## src/common/ipc_pkg.sv

```systemverilog
// sizes, flit field positions, port enum and framing state enums
package ipc_pkg;

   // ------------------------------------------------------------
   // flit and buffer sizes
   // ------------------------------------------------------------

   // payload bits per flit
   localparam int FLIT_DATA_WIDTH = 32;
   // buffer entries, also the upstream credit count after reset
   localparam int BUFFER_DEPTH = 8;
   localparam int PTR_WIDTH = 3;
   // one extra bit so that a full buffer can be counted
   localparam int COUNT_WIDTH = 4;

   // ------------------------------------------------------------
   // router geometry and flit header fields
   // ------------------------------------------------------------

   // four mesh neighbours plus one local node
   localparam int NUM_PORTS = 5;
   localparam int PORT_IDX_WIDTH = 3;
   // 4x4 mesh, x coordinate sits in the low half of the address
   localparam int DIM_ADDR_WIDTH = 2;
   localparam int ROUTER_ADDR_WIDTH = 4;
   // lookahead port code, then destination router address
   localparam int LAR_LSB = 0;
   localparam int DEST_LSB = 3;

   // overflow, underflow, invalid port, invalid flit type
   localparam int ERR_COUNT = 4;

   // output port codes, 5 to 7 are illegal
   typedef enum logic [PORT_IDX_WIDTH-1:0] {
      PORT_XM    = 3'd0,
      PORT_XP    = 3'd1,
      PORT_YM    = 3'd2,
      PORT_YP    = 3'd3,
      PORT_LOCAL = 3'd4
   } port_e;

   // framing of arriving flits
   typedef enum logic {IN_IDLE, IN_PACKET} in_state_e;

   // framing of departing flits
   typedef enum logic {OUT_HEAD, OUT_BODY} out_state_e;

endpackage
```

## src/common/head_flit_if.sv

```systemverilog
// interface for the flit at the buffer head and its pop
`timescale 1ns/1ns

interface head_flit_if;

   // buffer holds at least one flit
   logic valid;
   logic tail;
   logic [ipc_pkg::FLIT_DATA_WIDTH-1:0] data;
   // switch grant, removes the head flit at the clock edge
   logic pop;

   // driven by the flit buffer
   modport source (
      output valid,
      output tail,
      output data,
      input  pop
   );

   // observers of the head flit
   modport peek (
      input valid,
      input tail,
      input data,
      input pop
   );

endinterface

```

## src/common/in_flit_if.sv

```systemverilog
// interface for the arriving flit stream
`timescale 1ns/1ns

interface in_flit_if;

   // flit present on the link this cycle
   logic valid;
   // framing flags
   logic head;
   logic tail;
   logic [ipc_pkg::FLIT_DATA_WIDTH-1:0] data;

   // no ready, the sender only transmits while it holds a credit
   modport sink (
      input valid,
      input head,
      input tail,
      input data
   );

endinterface

```

## src/logic/input_port_ctrl.sv

```systemverilog
// input port controller top level with plain ports and block wiring
`timescale 1ns/1ns

module input_port_ctrl (
   input  logic clk,
   input  logic rst,
   input  logic [ipc_pkg::ROUTER_ADDR_WIDTH-1:0] router_address,
   input  logic flit_valid_in,
   input  logic flit_head_in,
   input  logic flit_tail_in,
   input  logic [ipc_pkg::FLIT_DATA_WIDTH-1:0] flit_data_in,
   input  logic gnt,
   output logic [ipc_pkg::NUM_PORTS-1:0] route_op,
   output logic req,
   output logic req_head,
   output logic req_tail,
   output logic flit_valid_out,
   output logic [ipc_pkg::FLIT_DATA_WIDTH-1:0] flit_data_out,
   output logic flow_ctrl_out,
   output logic error
);

   logic fb_empty, fb_full;
   logic overflow, underflow, invalid_port;
   logic [ipc_pkg::PORT_IDX_WIDTH-1:0] next_lar;

   // ------------------------------------------------------------
   // link and head views
   // ------------------------------------------------------------
   in_flit_if   in_flit ();
   head_flit_if head ();

   assign in_flit.valid = flit_valid_in;
   assign in_flit.head  = flit_head_in;
   assign in_flit.tail  = flit_tail_in;
   assign in_flit.data  = flit_data_in;
   // grant pops the head flit
   assign head.pop = gnt;

   // ------------------------------------------------------------
   // blocks
   // ------------------------------------------------------------
   buffer_occupancy occ (.clk(clk), .rst(rst), .push(flit_valid_in), .pop(gnt),
      .empty(fb_empty), .full(fb_full), .overflow(overflow), .underflow(underflow));

   flit_buffer fb (.clk(clk), .rst(rst), .in_flit(in_flit), .head(head),
      .empty(fb_empty), .full(fb_full));

   packet_tracker trk (.clk(clk), .rst(rst), .in_flit(in_flit), .head(head),
      .overflow(overflow), .underflow(underflow), .invalid_port(invalid_port),
      .req_head(req_head), .error(error));

   route_lookahead lar (.router_address(router_address), .head(head),
      .req_head(req_head), .route_op(route_op), .next_lar(next_lar),
      .invalid_port(invalid_port));

   flit_output fo (.clk(clk), .rst(rst), .head(head), .req_head(req_head),
      .next_lar(next_lar), .flit_valid_out(flit_valid_out),
      .flow_ctrl_out(flow_ctrl_out), .flit_data_out(flit_data_out));

   // allocator request from the buffer head
   assign req      = head.valid;
   assign req_tail = head.valid & head.tail;

endmodule

```

## src/logic/flit_output.sv

```systemverilog
// output registers for departing flit data, valid and credit
`timescale 1ns/1ns

module flit_output (
   input  logic clk,
   input  logic rst,
   head_flit_if.peek head,
   input  logic req_head,
   input  logic [ipc_pkg::PORT_IDX_WIDTH-1:0] next_lar,
   output logic flit_valid_out,
   output logic flow_ctrl_out,
   output logic [ipc_pkg::FLIT_DATA_WIDTH-1:0] flit_data_out
);

   logic pop_ok;
   logic depart_q;
   logic [ipc_pkg::FLIT_DATA_WIDTH-1:0] data_next;
   logic [ipc_pkg::FLIT_DATA_WIDTH-1:0] data_q;

   // a flit leaves only if the buffer really held one
   assign pop_ok = head.valid & head.pop;

   // head flits carry the port for the next router
   always_comb
   begin
      data_next = head.data;
      if (req_head)
         data_next[ipc_pkg::LAR_LSB +: ipc_pkg::PORT_IDX_WIDTH] = next_lar;
   end

   always_ff @(posedge clk)
   begin
      if (pop_ok)
         data_q <= data_next;
   end

   always_ff @(posedge clk)
   begin
      if (rst)
         depart_q <= 1'b0;
      else
         depart_q <= pop_ok;
   end

   // one credit per departing flit, same cycle as the flit
   assign flit_valid_out = depart_q;
   assign flow_ctrl_out  = depart_q;
   assign flit_data_out  = data_q;

endmodule

```

## src/logic/route_lookahead.sv

```systemverilog
// lookahead port decode, next router address and next hop dimension order routing
`timescale 1ns/1ns

module route_lookahead (
   input  logic [ipc_pkg::ROUTER_ADDR_WIDTH-1:0] router_address,
   head_flit_if.peek head,
   input  logic req_head,
   output logic [ipc_pkg::NUM_PORTS-1:0] route_op,
   output logic [ipc_pkg::PORT_IDX_WIDTH-1:0] next_lar,
   output logic invalid_port
);

   logic [ipc_pkg::PORT_IDX_WIDTH-1:0] lar;
   logic [ipc_pkg::ROUTER_ADDR_WIDTH-1:0] dest;
   logic active;
   logic [ipc_pkg::DIM_ADDR_WIDTH-1:0] cur_x, cur_y;
   logic [ipc_pkg::DIM_ADDR_WIDTH-1:0] nxt_x, nxt_y;
   logic [ipc_pkg::DIM_ADDR_WIDTH-1:0] dst_x, dst_y;
   ipc_pkg::port_e next_port;

   // header fields of the head flit
   assign lar  = head.data[ipc_pkg::LAR_LSB +: ipc_pkg::PORT_IDX_WIDTH];
   assign dest = head.data[ipc_pkg::DEST_LSB +: ipc_pkg::ROUTER_ADDR_WIDTH];

   // ------------------------------------------------------------
   // port decode for the switch allocator
   // ------------------------------------------------------------
   assign active       = head.valid & req_head;
   assign invalid_port = active & (lar >= ipc_pkg::PORT_IDX_WIDTH'(ipc_pkg::NUM_PORTS));
   assign route_op     = (active & ~invalid_port) ?
                         (ipc_pkg::NUM_PORTS'(1) << lar) : '0;

   // ------------------------------------------------------------
   // next router address, one hop along the lookahead port
   // ------------------------------------------------------------
   assign cur_x = router_address[0 +: ipc_pkg::DIM_ADDR_WIDTH];
   assign cur_y = router_address[ipc_pkg::DIM_ADDR_WIDTH +: ipc_pkg::DIM_ADDR_WIDTH];
   assign dst_x = dest[0 +: ipc_pkg::DIM_ADDR_WIDTH];
   assign dst_y = dest[ipc_pkg::DIM_ADDR_WIDTH +: ipc_pkg::DIM_ADDR_WIDTH];

   always_comb
   begin
      nxt_x = cur_x;
      nxt_y = cur_y;
      case (lar)
         ipc_pkg::PORT_XM: nxt_x = cur_x - 1'b1;
         ipc_pkg::PORT_XP: nxt_x = cur_x + 1'b1;
         ipc_pkg::PORT_YM: nxt_y = cur_y - 1'b1;
         ipc_pkg::PORT_YP: nxt_y = cur_y + 1'b1;
         // local and illegal codes stay put
         default: ;
      endcase
   end

   // ------------------------------------------------------------
   // port at the next router, x first then y
   // ------------------------------------------------------------
   always_comb
   begin
      if (dst_x != nxt_x)
         next_port = (dst_x < nxt_x) ? ipc_pkg::PORT_XM : ipc_pkg::PORT_XP;
      else if (dst_y != nxt_y)
         next_port = (dst_y < nxt_y) ? ipc_pkg::PORT_YM : ipc_pkg::PORT_YP;
      else
         next_port = ipc_pkg::PORT_LOCAL;
   end

   assign next_lar = next_port;

endmodule

```

## src/logic/packet_tracker.sv

```systemverilog
// input and output framing state machines and the sticky error register
`timescale 1ns/1ns

module packet_tracker (
   input  logic     clk,
   input  logic     rst,
   in_flit_if.sink  in_flit,
   head_flit_if.peek head,
   input  logic     overflow,
   input  logic     underflow,
   input  logic     invalid_port,
   output logic     req_head,
   output logic     error
);

   ipc_pkg::in_state_e  in_state;
   ipc_pkg::out_state_e out_state;
   logic invalid_flit_type;
   logic [ipc_pkg::ERR_COUNT-1:0] err_vec;
   logic error_q;

   // ------------------------------------------------------------
   // input side framing
   // ------------------------------------------------------------

   // head inside a packet, or body/tail with no packet open
   assign invalid_flit_type = in_flit.valid &
      ((in_flit.head & (in_state == ipc_pkg::IN_PACKET)) |
       (~in_flit.head & (in_state == ipc_pkg::IN_IDLE)));

   always_ff @(posedge clk)
   begin
      if (rst)
         in_state <= ipc_pkg::IN_IDLE;
      else if (in_flit.valid)
      begin
         // tail always closes, a head opens a new packet
         if (in_flit.tail)
            in_state <= ipc_pkg::IN_IDLE;
         else if (in_flit.head)
            in_state <= ipc_pkg::IN_PACKET;
      end
   end

   // ------------------------------------------------------------
   // output side framing
   // ------------------------------------------------------------
   always_ff @(posedge clk)
   begin
      if (rst)
         out_state <= ipc_pkg::OUT_HEAD;
      else if (head.pop & head.valid)
         out_state <= head.tail ? ipc_pkg::OUT_HEAD : ipc_pkg::OUT_BODY;
   end

   // first flit after a tail is the next head
   assign req_head = head.valid & (out_state == ipc_pkg::OUT_HEAD);

   // ------------------------------------------------------------
   // sticky error collection
   // ------------------------------------------------------------
   assign err_vec = {invalid_flit_type, invalid_port, underflow, overflow};

   always_ff @(posedge clk)
   begin
      if (rst)
         error_q <= 1'b0;
      else
         error_q <= error_q | (|err_vec);
   end

   assign error = error_q;

endmodule

```

## src/flit_buffer/flit_buffer.sv

```systemverilog
// circular flit store with write and read pointers and the head view
`timescale 1ns/1ns

module flit_buffer (
   input logic     clk,
   input logic     rst,
   in_flit_if.sink in_flit,
   head_flit_if.source head,
   input logic     empty,
   input logic     full
);

   // payload and tail bit per entry
   logic [ipc_pkg::FLIT_DATA_WIDTH-1:0] data_mem [ipc_pkg::BUFFER_DEPTH];
   logic tail_mem [ipc_pkg::BUFFER_DEPTH];

   logic [ipc_pkg::PTR_WIDTH-1:0] wr_ptr;
   logic [ipc_pkg::PTR_WIDTH-1:0] rd_ptr;
   logic push_ok;
   logic pop_ok;

   // a push while full is dropped, counted as overflow elsewhere
   assign push_ok = in_flit.valid & ~full;
   assign pop_ok  = head.pop & ~empty;

   // ------------------------------------------------------------
   // storage
   // ------------------------------------------------------------
   always_ff @(posedge clk)
   begin
      if (push_ok)
      begin
         data_mem[wr_ptr] <= in_flit.data;
         tail_mem[wr_ptr] <= in_flit.tail;
      end
   end

   // pointers wrap on their own since depth is a power of two
   always_ff @(posedge clk)
   begin
      if (rst)
      begin
         wr_ptr <= '0;
         rd_ptr <= '0;
      end
      else
      begin
         if (push_ok)
            wr_ptr <= wr_ptr + 1'b1;
         if (pop_ok)
            rd_ptr <= rd_ptr + 1'b1;
      end
   end

   // head view, straight from the read pointer
   assign head.valid = ~empty;
   assign head.tail  = tail_mem[rd_ptr];
   assign head.data  = data_mem[rd_ptr];

endmodule

```

## src/flit_buffer/buffer_occupancy.sv

```systemverilog
// occupancy counter with empty and full flags and overflow and underflow pulses
`timescale 1ns/1ns

module buffer_occupancy (
   input  logic clk,
   input  logic rst,
   input  logic push,
   input  logic pop,
   output logic empty,
   output logic full,
   output logic overflow,
   output logic underflow
);

   logic [ipc_pkg::COUNT_WIDTH-1:0] count;

   assign empty = (count == '0);
   assign full  = (count == ipc_pkg::COUNT_WIDTH'(ipc_pkg::BUFFER_DEPTH));

   // illegal requests, the counter holds for these
   assign overflow  = push & full;
   assign underflow = pop & empty;

   // up/down count of accepted pushes and pops
   always_ff @(posedge clk)
   begin
      if (rst)
         count <= '0;
      else
      begin
         case ({push & ~full, pop & ~empty})
            2'b10:   count <= count + 1'b1;
            2'b01:   count <= count - 1'b1;
            default: count <= count;
         endcase
      end
   end

endmodule

```

## config.mk

```make
export PLATFORM = sky130hd
export DESIGN_NAME = input_port_ctrl
export DESIGN_NICKNAME = d
export VERILOG_FILES = /design/src/common/ipc_pkg.sv /design/src/common/head_flit_if.sv /design/src/common/in_flit_if.sv /design/src/logic/input_port_ctrl.sv /design/src/logic/flit_output.sv /design/src/logic/route_lookahead.sv /design/src/logic/packet_tracker.sv /design/src/flit_buffer/flit_buffer.sv /design/src/flit_buffer/buffer_occupancy.sv
export SDC_FILE = /design/constraint.sdc
export NUM_CORES = 1
export LEC_CHECK = 0
export BUFFER_PORTS_ARGS = -buffer_cell sky130_fd_sc_hd__buf_2
export CAP_MARGIN = 10
export CORE_MARGIN = 2
export CORE_UTILIZATION = 36
export DETAILED_ROUTE_END_ITERATION = 12
export PLACE_DENSITY = 0.65
export SLEW_MARGIN = 25
export SYNTH_ARGS = -nofsm -noshare
export SYNTH_HDL_FRONTEND = slang
export SYNTH_HIERARCHICAL = 1
export SYNTH_SLANG_ARGS = --single-unit
```

## constraint.sdc

```tcl
create_clock -name clk -period 4.1 [get_ports clk]
set_input_delay 0.82 -clock clk [delete_from_list [all_inputs] [get_ports clk]]
set_output_delay 0.82 -clock clk [all_outputs]
set_load 0.02 [all_outputs]
```

# == After elaboration in Yosys (flattened, before gate mapping) ==
# Memories as Yosys holds them, arrays and structs flattened. A register that Yosys moved wholly into a read port is not among the register bits.
# Cells that the tools add are included.
# classes
n_mux,18
shifts,1
n_lt_le_gt_ge,3
n_eq_ne,8
reduce_logical,6
n_addsub,8
n_bitwise,20
# ops
operator,n
3-bit two-way mux,7
1-bit bitwise AND,12
2-bit case mux with 2 select lines,2
4-bit case mux with 2 select lines,1
1-bit two-way mux,7
3-bit by 1-bit adder with 3-bit output (second input constant),2
3-bit by 2-bit == test with 1-bit output (second input constant),2
1-bit NOT,6
5-bit two-way mux,1
1-bit by 3-bit << shifter with 5-bit output (first input constant),1
2-bit by 1-bit adder with 2-bit output (second input constant),2
4-bit by 1-bit adder with 4-bit output (second input constant),1
4-bit == test (second input constant),1
4-bit zero test,1
2-bit < comparator,2
2-bit != test,2
2-bit nonzero test,2
4-bit OR reduction,1
2-bit by 1-bit subtractor with 2-bit output (second input constant),2
4-bit by 1-bit subtractor with 4-bit output (second input constant),1
3-bit by 1-bit == test with 1-bit output (second input constant),1
3-bit >= comparator (second input constant),1
3-bit zero test,1
2-bit by 1-bit == test with 1-bit output (second input constant),1
other kinds (3),4
# totals
ramBits,264
output_inout_bits,43
memories,2
word_cells,74
inputBits,42
reg_bits,46
# memory_table
name,depth,word_bits,read_ports,rd_clocked_by_memory_dff,wr,line,text
fb.data_mem,8,32,1,1,1,flit_buffer.sv:14,logic [ipc_pkg::FLIT_DATA_WIDTH-1:0] data_mem [ipc_pkg::BUFFER_DEPTH];
fb.tail_mem,8,1,1,1,1,flit_buffer.sv:15,logic tail_mem [ipc_pkg::BUFFER_DEPTH];

# == Depth between registers and ports, before layout ==
# Gate-level depths: netlist of the first run.
# logic_depth
ltp_word,8
ltp_mapped,13
ltp_nobuf,10

# == Cells and area by module ==
# Netlist of the first run, hierarchy kept.
# modules_own_cells
module,area_per_inst_um2,n_inst,seq_area_each_um2,cells_each
flit_buffer,10308.6,1,8107.8,426
flit_output,1037.2,1,980.9,39
buffer_occupancy,300.3,1,80.1,34
route_lookahead,242.7,1,0.0,35
packet_tracker,120.1,1,60.1,12
input_port_ctrl,6.3,1,0.0,1

# == Worst setup path before layout of the first run ==
# OpenSTA, ideal clock, no wires.
# synth_timing
path_kind,input -> register
startpoint,in flit_valid_in
endpoint,"mem fb/data_mem[0][0] (netlist bit), enable pin"
arrival_ps,3525
cell_stages,3
setup_time_ps,464
t_required_ps,3636
slack_ps,111
path_buffers,0
path_cell_list,nor2b_1 nand2b_1 nor3_1
# synth_via
elab_chain_len,3
# synth_lines
item,line,text
start: declaration,input_port_ctrl.sv:8,"input logic flit_valid_in,"
1-bit bitwise AND,flit_buffer.sv:23,assign push_ok = in_flit.valid & ~full;
1-bit two-way mux,flit_buffer.sv:31,if (push_ok)
1-bit two-way mux (implied by the code),flit_buffer.sv:33,data_mem[wr_ptr] <= in_flit.data;
end: declaration,flit_buffer.sv:14,
# No other way between the ends.

==> flow_summary.toml, run 1 <==
[grt]
grt_pass1_wl_um = 34900
grt_max_degree = 38
grt_pass1_vias = 5839
antenna_found_initial = 3
grt_use_total = 0.131
overflow = 0

[power]
total_power_mw = 8.61
power_leakage_nw = 4.60
peakVddDrop_v = 0.000255
power_density_mw_per_mm2 = 611

[routing]
dr.pass1.iters = 4
avgViaCountPerCell = 4.90
route.vias.total = 5537
wl_per_cell_um = 19.9
drc = 0
routed_wl_um = 22500
antenna_left = 0
drt_iter0_drc = 402

[clocking]
postCtsHoldBufs = 0
cts_tree = "done"
post_cts_buffers = 0
cts_buffer_depth = 3
clock-sinks = 313
insertion_delay_ns = 0.51
htreeDepth = 2
cts.clk_slew.worst_paths_ns = 0.06
cts_made_buffers = 34
root_buffer = "clkbuf_16"
cts.repair.resized = 0

[worst_setup_path]
cp.arrival_ns = 2.80
path_cells = "buf_4, mux4_2, mux2_2, and2_1, buf_2"
crit_path_max_incr_delay_ns = 0.60
critPathKind = "reg2out"
start_kind = "flip-flop"
crit_path_end_kind = "output port"
slowest_stage = "dfxtp_4"
cp.required_ns = 3.28
worstPathMaxFanout = 26

[run_status]
outcome = "finished, final reports clean"

[finish]
layout_commonest_cell = "edfxtp_1"
area_growth_pct = 17.3
final_cell_mix = "edfxtp_1, buf_2, mux4_2"
layout.nets = 713
drive_above_1_share = 0.373
num-fill-cells = 2844

[timing]
setup_violations = 0
hold_viol = 0
rsz0062_at_grt = "no"
finalClockSkew_ns = 0.00772
tns_ns = 0
drv_slew = 0
slew_headroom = 0.542
fin_crit_sh = 0.883
fmax_ghz = 0.276
fin_crit_ns = 3.62
tightestPinTransition_ns = 0.681

[yosys]
ys_ff_latch = 313
ys.warnings.count = 6
synthesis.area_mm2 = 0.0120
syn_nets = 598
synth.top_cell.area_share = 0.740
syn_avg_cell_area_um2 = 22.0
synth_top_area_cell = "edfxtp_1"
synth_ff_type = "edfxtp_1"
synthDistinctLibCells = 42
syn_inst = 547
synth-edff-count = 296
synthTopCellsByArea = "edfxtp_1, mux4_2, mux2_2"
ys_async_sr_fraction = 0
ys_seq_area_frac = 0.768

[die]
io_pins = 85
coreArea_mm2 = 0.0327
dieArea_mm2 = 0.0349
rows = 66
die_height_um = 187
initial_core_util = 0.367
die_x_um = 187

[place]
port_buffers = 84
place.gp.congestion = 0.670
place_hpwl_um = 13300

[run]
max-cap-violations = 0

[min_path]
hp-class = "reg2reg"
==> synth_stat cells, drive strengths merged, types with 2 or more instances <==
cell,instances
and2b,3
buf,15
xnor2,5
xor2,9
nand2b,6
ha,9
nor2,22
nor3,5
nor2b,6
and2,4
nor4,3
or3,2
nand2,6
clkbuf,6
a21oi,6
inv,5
mux2i,3
mux2,37
nand3,2
edfxtp,296
mux4,66
nand3b,2
o21ai,3
dfxtp,17
==> cells by family (layout without fill, tap and decap cells) <==
logic type / count (synthesis) / count (layout) / share of synthesized area
xor gates and xnor gates: 14 / 14 / 0.0102
DFF: 313 / 313 / 0.768
and+or+nand+nor: 64 / 64 / 0.0286
muxes: 106 / 106 / 0.163
AOI/OAI and AO/OA: 15 / 15 / 0.00812
other: 0 / 1 / 0
buffers and inverters: 26 / 165 / 0.0128
adders and majority gates: 9 / 9 / 0.00937
==> per-layer routing <==
metal  vias up  part of all wire  GRT usage
met5         -           0.00062          0
met4         4             0.022     0.0418
met3        42             0.046     0.0241
met2       135              0.51      0.222
met1      2868              0.42      0.170
li1       2488                 -          -
==> power by group <==
group          switching [mW]  internal, mW  total [mW]
Combinational           0.996         0.744        1.74
Sequential              0.147          3.94        4.09
Clock                    1.18          1.60        2.79
Total                    2.33          6.29        8.61
==> stage by stage <==
stage / std cells / utilization / area (um2) / worst slack [ns] / hold WS, ns
floorplan: 547 / - / 12000 / 0.111 / 0.472
global placement: 1068 / 0.400 / 13100 / 0.945 / 0.489
detailed placement: 1068 / 0.400 / 13100 / 0.933 / 0.492
CTS: 1128 / 0.431 / 14100 / 0.385 / 0.507
global route: 1129 / 0.431 / 14100 / 0.292 / 0.530
finish: 1129 / 0.431 / 14100 / 0.481 / 0.505
==> state kept, by name, summed over array words and instances (netlist names), named ones only <==
name,cells
fb/data_mem,256
fb/rd_ptr,3
fb/tail_mem,8
fb/wr_ptr,3
fo/flit_data_out,32
fo/flit_valid_out,1
occ/count,4
trk/error,1
trk/in_state,1
trk/out_state,1
==> cell type report <==
class	count	area [um2]	area share
clock inverter	16	125	0.00888
antenna	1	2.50	0.000178
inverter	5	18.8	0.00133
clock buffer	44	888	0.0630
multi-input combinational	208	2690	0.191
tap	442	553	0.0392
timing repair buffer	100	578	0.0410
sequential	313	9240	0.655
==> worst max-delay path, delay by kind of cell (launching register included) <==
kind / cells / cell delay (ns)
buf+inv: 2 / 0.67
simple gates: 1 / 0.15
flops: 1 / 0.60
mux: 2 / 0.87
==> worst paths after layout <==
kind	start	endpoint	slack, ns	cells past startpoint
max	flip-flop	req_tail	0.48	5
min reg2reg	fb/rd_ptr[2]	flip-flop	0.50	2
max reg2reg	flip-flop	fo/flit_data_out[0]	1.03	10
min	fb/rd_ptr[2]	flip-flop	0.50	2
(Power assumes the default switching activity.)
==> run 2: changes to the inputs <==
CORE_UTILIZATION = 54   (was 36)
PLACE_DENSITY = 0.86   (was 0.65)
==> run 2 against run 1 <==
Register-to-register slack worse by 0.31 ns; via count grew 3.7%; sequential cell count did not move; worst setup slack got worse by 0.17 ns; largest cell class unchanged; highest routed layer is now met4; final cell count fell by 15%; clock power down 8.6%.
==> flow_summary.toml, run 2 (synthesized netlist as in run 1, its figures left out) <==
[worst_setup_path]
crit_cells = 5
critPathTopFamily = "multiplexers"
path_cells = "buf_4, mux4_2, mux2_2, and2_1, buf_2"
reg2reg_to = "fo/flit_data_out[0]"
critPathKind = "reg2out"
worstPathMaxFanout = 24
ff2ff_path_depth = 10
crit_path_end_kind = "output port"
cp.arrival_ns = 2.97
crit_path_max_incr_delay_ns = 0.63
start_kind = "flip-flop"
crit_buf_inv = 2
cp.required_ns = 3.28
r2r_slack_ns = 0.72
slowest_stage = "dfxtp_4"

[timing]
fmax_ghz = 0.264
tns_ns = 0
timing.final.ws_setup_ns = 0.309
finalClockSkew_ns = 0.0130
fin_crit_sh = 0.925
drv_slew = 0
hold_viol = 0
tightestPinTransition_ns = 0.957
rsz0062_at_grt = "no"
setup_violations = 0
slew_headroom = 0.362
fin_crit_ns = 3.79

[clocking]
root_buffer = "clkbuf_16"
postCtsHoldBufs = 0
insertion_delay_ns = 0.56
cts_made_buffers = 30
cts.clk_slew.worst_paths_ns = 0.06
clock-sinks = 313
cts_buffer_depth = 3
htreeDepth = 1
cts.repair.resized = 0
post_cts_buffers = 0
cts_tree = "done"

[die]
rows = 54
die_height_um = 153
die_x_um = 153
io_pins = 85
initial_core_util = 0.551
coreArea_mm2 = 0.0218
dieArea_mm2 = 0.0235

[routing]
route.vias.total = 5744
met1_length_um = 8970
wl_per_cell_um = 25.3
routed_wl_um = 24200
dr.pass1.iters = 5
top_layer = "met4"
avgViaCountPerCell = 6.00
wl_met2_um = 12700
antenna_left = 0
drc = 0
dr_wl_met3_um = 1630
drt_iter0_drc = 524

[grt]
antenna_found_initial = 2
grt_pass1_vias = 6161
grt_pass1_wl_um = 36700
overflow = 0
grt_use_total = 0.209
grt_max_degree = 47

[min_path]
hold_path_depth = 1
hp-class = "in2reg"
worstHoldStart = "flit_data_in[20]"
hold_end = "fb/data_mem[0][20]"

[finish]
area_growth_pct = 14.3
num-fill-cells = 1361
layout.nets = 709
largest_reg_flops = 256
multiInputGateArea_mm2 = 0.00269
layout_commonest_cell = "edfxtp_1"
drive_above_1_share = 0.367
seq_area_mm2 = 0.00924
final_cell_mix = "edfxtp_1, buf_2, mux4_2"
regMostFlops = "fb/data_mem"

[place]
place_hpwl_um = 13000
post-place-ws_ns = 0.790
place.gp.congestion = 0.756
port_buffers = 84

[power]
power_leakage_nw = 4.53
power_density_mw_per_mm2 = 616
peakVddDrop_v = 0.000388

[run]
max-cap-violations = 0

[run_status]
outcome = "finished, final reports clean"
## run 2: cell count changes in the layout (fill, tap and decap cells not counted), sizes merged
cell,delta
clkinv,-5
clkbuf,-5
bufinv,+1
diode,+1
inv,-2
## run 2: metrics by stage
stage                util  cells  cell area, um2  hold WS, ns  total power [mW]
floorplan               -    547           12000        0.472              5.39
global placement    0.588    906           12800        0.497              5.83
detailed placement  0.588    906           12800        0.522              5.93
CTS                 0.629    955           13700        0.501              8.51
global route        0.629    957           13700        0.517              8.77
finish              0.629    957           13700        0.524              8.46
## run 2: worst max-delay path by stage
stage / from / endpoint / slack [ns]
floorplan: flit_valid_in / fb/data_mem[0][0] / 0.11
global placement: flip-flop / fo/flit_data_out[0] / 0.98
detailed placement: flip-flop / fo/flit_data_out[0] / 0.79
CTS: flip-flop / req_tail / 0.27
global route: flip-flop / req_tail / 0.18
finish: flip-flop / req_tail / 0.31
## run 2: area by class of cell
type,instances,area share
Clock buffer,39,0.0571
Clock inverter,10,0.00811
Antenna cell,2,0.000364
Multi-Input combinational cell,208,0.196
Sequential cell,313,0.672
Inverter,5,0.00137
Timing Repair Buffer,100,0.0394
Tap cell,280,0.0255
## run 2: routing by layer
| layer | global-route usage | vias up |
|---|---|---|
| li1 | - | 2472 |
| met1 | 0.260 | 2966 |
| met2 | 0.366 | 247 |
| met3 | 0.0357 | 59 |
| met4 | 0.0882 | 0 |
| met5 | 0 | - |
## run 2: worst reg2reg max path, delay by kind of cell, from the launching register on
| family | cells | cell delay [ns] |
|---|---|---|
| compound gates | 2 | 0.32 |
| fa+ha+maj | 1 | 0.32 |
| xor+xnor | 1 | 0.16 |
| flops | 1 | 0.63 |
| simple gates | 3 | 0.47 |
| mux | 3 | 1.24 |
## run 2: power by group
part           switching [mW]  internal [mW]
sequential              0.174           3.94
combinational            1.05          0.742
clock                    1.09           1.46
total                    2.31           6.14
==> run 3: changes to the inputs <==
MAX_ROUTING_LAYER = met4   (was default)
==> run 3 against run 2 <==
Critical path depth stayed put; sequential cell count unchanged; clock power about the same; clock-buffer cell count stayed put; global-route usage increased by 0.67 points; register-to-register slack about the same; die area unchanged; final cell count increased by 0.10%; routed wire length increased by 0.17%; non-clock buffer count is the same; sequential power barely moved; critical endpoint unchanged; maximum frequency increased by 0.15%; highest routed layer unchanged.
==> flow_summary.toml, run 3 (synthesized netlist as in run 1, its figures left out) <==
[power]
peakVddDrop_v = 0.000390
power_leakage_nw = 4.53
power_density_mw_per_mm2 = 616

[min_path]
worstHoldStart = "flit_data_in[20]"
hp-class = "in2reg"

[worst_setup_path]
critPathKind = "reg2out"
crit_path_max_incr_delay_ns = 0.67
worstPathMaxFanout = 46
slowest_stage = "dfxtp_2"
cp.arrival_ns = 2.97
cp.required_ns = 3.28
path_cells = "buf_4, mux4_2, mux2_2, and2_1, buf_2"
crit_path_end_kind = "output port"
start_kind = "flip-flop"

[finish]
layout.nets = 709
layout_commonest_cell = "edfxtp_1"
largest_reg_flops = 256
drive_above_1_share = 0.367
area_growth_pct = 14.3
final_cell_mix = "edfxtp_1, buf_2, mux4_2"
utilization = 0.629
regMostFlops = "fb/data_mem"
num-fill-cells = 1362

[place]
place.gp.congestion = 0.766
place_hpwl_um = 13000
port_buffers = 84

[timing]
setup_violations = 0
finalClockSkew_ns = 0.0135
drv_slew = 0
fmax_ghz = 0.264
rsz0062_at_grt = "no"
slew_headroom = 0.348
tns_ns = 0
fin_crit_ns = 3.79
hold_viol = 0
tightestPinTransition_ns = 0.978
fin_crit_sh = 0.923

[routing]
wl_per_cell_um = 25.3
avgViaCountPerCell = 6.05
dr.pass1.iters = 5
drt_iter0_drc = 578
routed_wl_um = 24300
antenna_left = 0
route.vias.total = 5793
drc = 0

[die]
dieArea_mm2 = 0.0235
die_x_um = 153
coreArea_mm2 = 0.0218
rows = 54
io_pins = 85
initial_core_util = 0.551
die_height_um = 153

[grt]
overflow = 0
grt_pass1_wl_um = 36700
busiest_layer = "met2"
grt_max_degree = 47
grt_use_total = 0.216
use_met1 = 0.262
met3_usage = 0.0335
grt_use_met2 = 0.365
antenna_found_initial = 2
grt_pass1_vias = 6145

[clocking]
cts_tree = "done"
cts.clk_slew.worst_paths_ns = 0.06
postCtsHoldBufs = 0
cts_made_buffers = 30
cts_buffer_depth = 3
post_cts_buffers = 0
root_buffer = "clkbuf_16"
clock-sinks = 313
insertion_delay_ns = 0.56
cts.repair.resized = 0
htreeDepth = 1

[run]
max-cap-violations = 0

[run_status]
outcome = "finished, final reports clean"
[run 3: metal layers]
metal  vias up  routed length [um]
met2       250               12800
met1      3003                8980
met3        61                1610
met4         0                 875
li1       2479                   -
met5         -                   0
[run 3: stage by stage]
stage               cells  setup WS [ns]  cell area [um2]  hold slack, ns  total power [mW]
finish                958          0.315            13700           0.523              8.46
global route          957          0.184            13700           0.516              8.77
detailed placement    906          0.790            12800           0.522              5.93
floorplan             547          0.111            12000           0.472              5.39
CTS                   955          0.274            13700           0.501              8.51
global placement      906          0.979            12800           0.497              5.83
[run 3: final timing paths]
check	to	slack, ns	depth (start not counted)
min	fb/data_mem[0][20]	0.52	1
max	req_tail	0.31	5
min reg2reg	trk/in_state	0.53	2
max reg2reg	fo/flit_data_out[0]	0.72	10
[run 3: critical path: cells and delay by family, from the launching register on]
| kind | cells | cell delay [ns] |
|---|---|---|
| DFF | 1 | 0.67 |
| and+or+nand+nor | 1 | 0.16 |
| buffers and inverters | 2 | 0.78 |
| muxes | 2 | 0.79 |
[run 3: power by group]
part / internal (mW) / switching (mW)
Combinational: 0.742 / 1.05
Sequential: 3.94 / 0.174
Clock: 1.46 / 1.09
[run 3: final cells by class]
type	count	area, um2	area share
clock inverter	10	111	0.00811
antenna	3	7.51	0.000546
tap	280	350	0.0255
multi-input combinational	208	2690	0.196
timing repair buffer	100	541	0.0393
clock buffer	39	785	0.0571
inverter	5	18.8	0.00137
sequential	313	9240	0.672
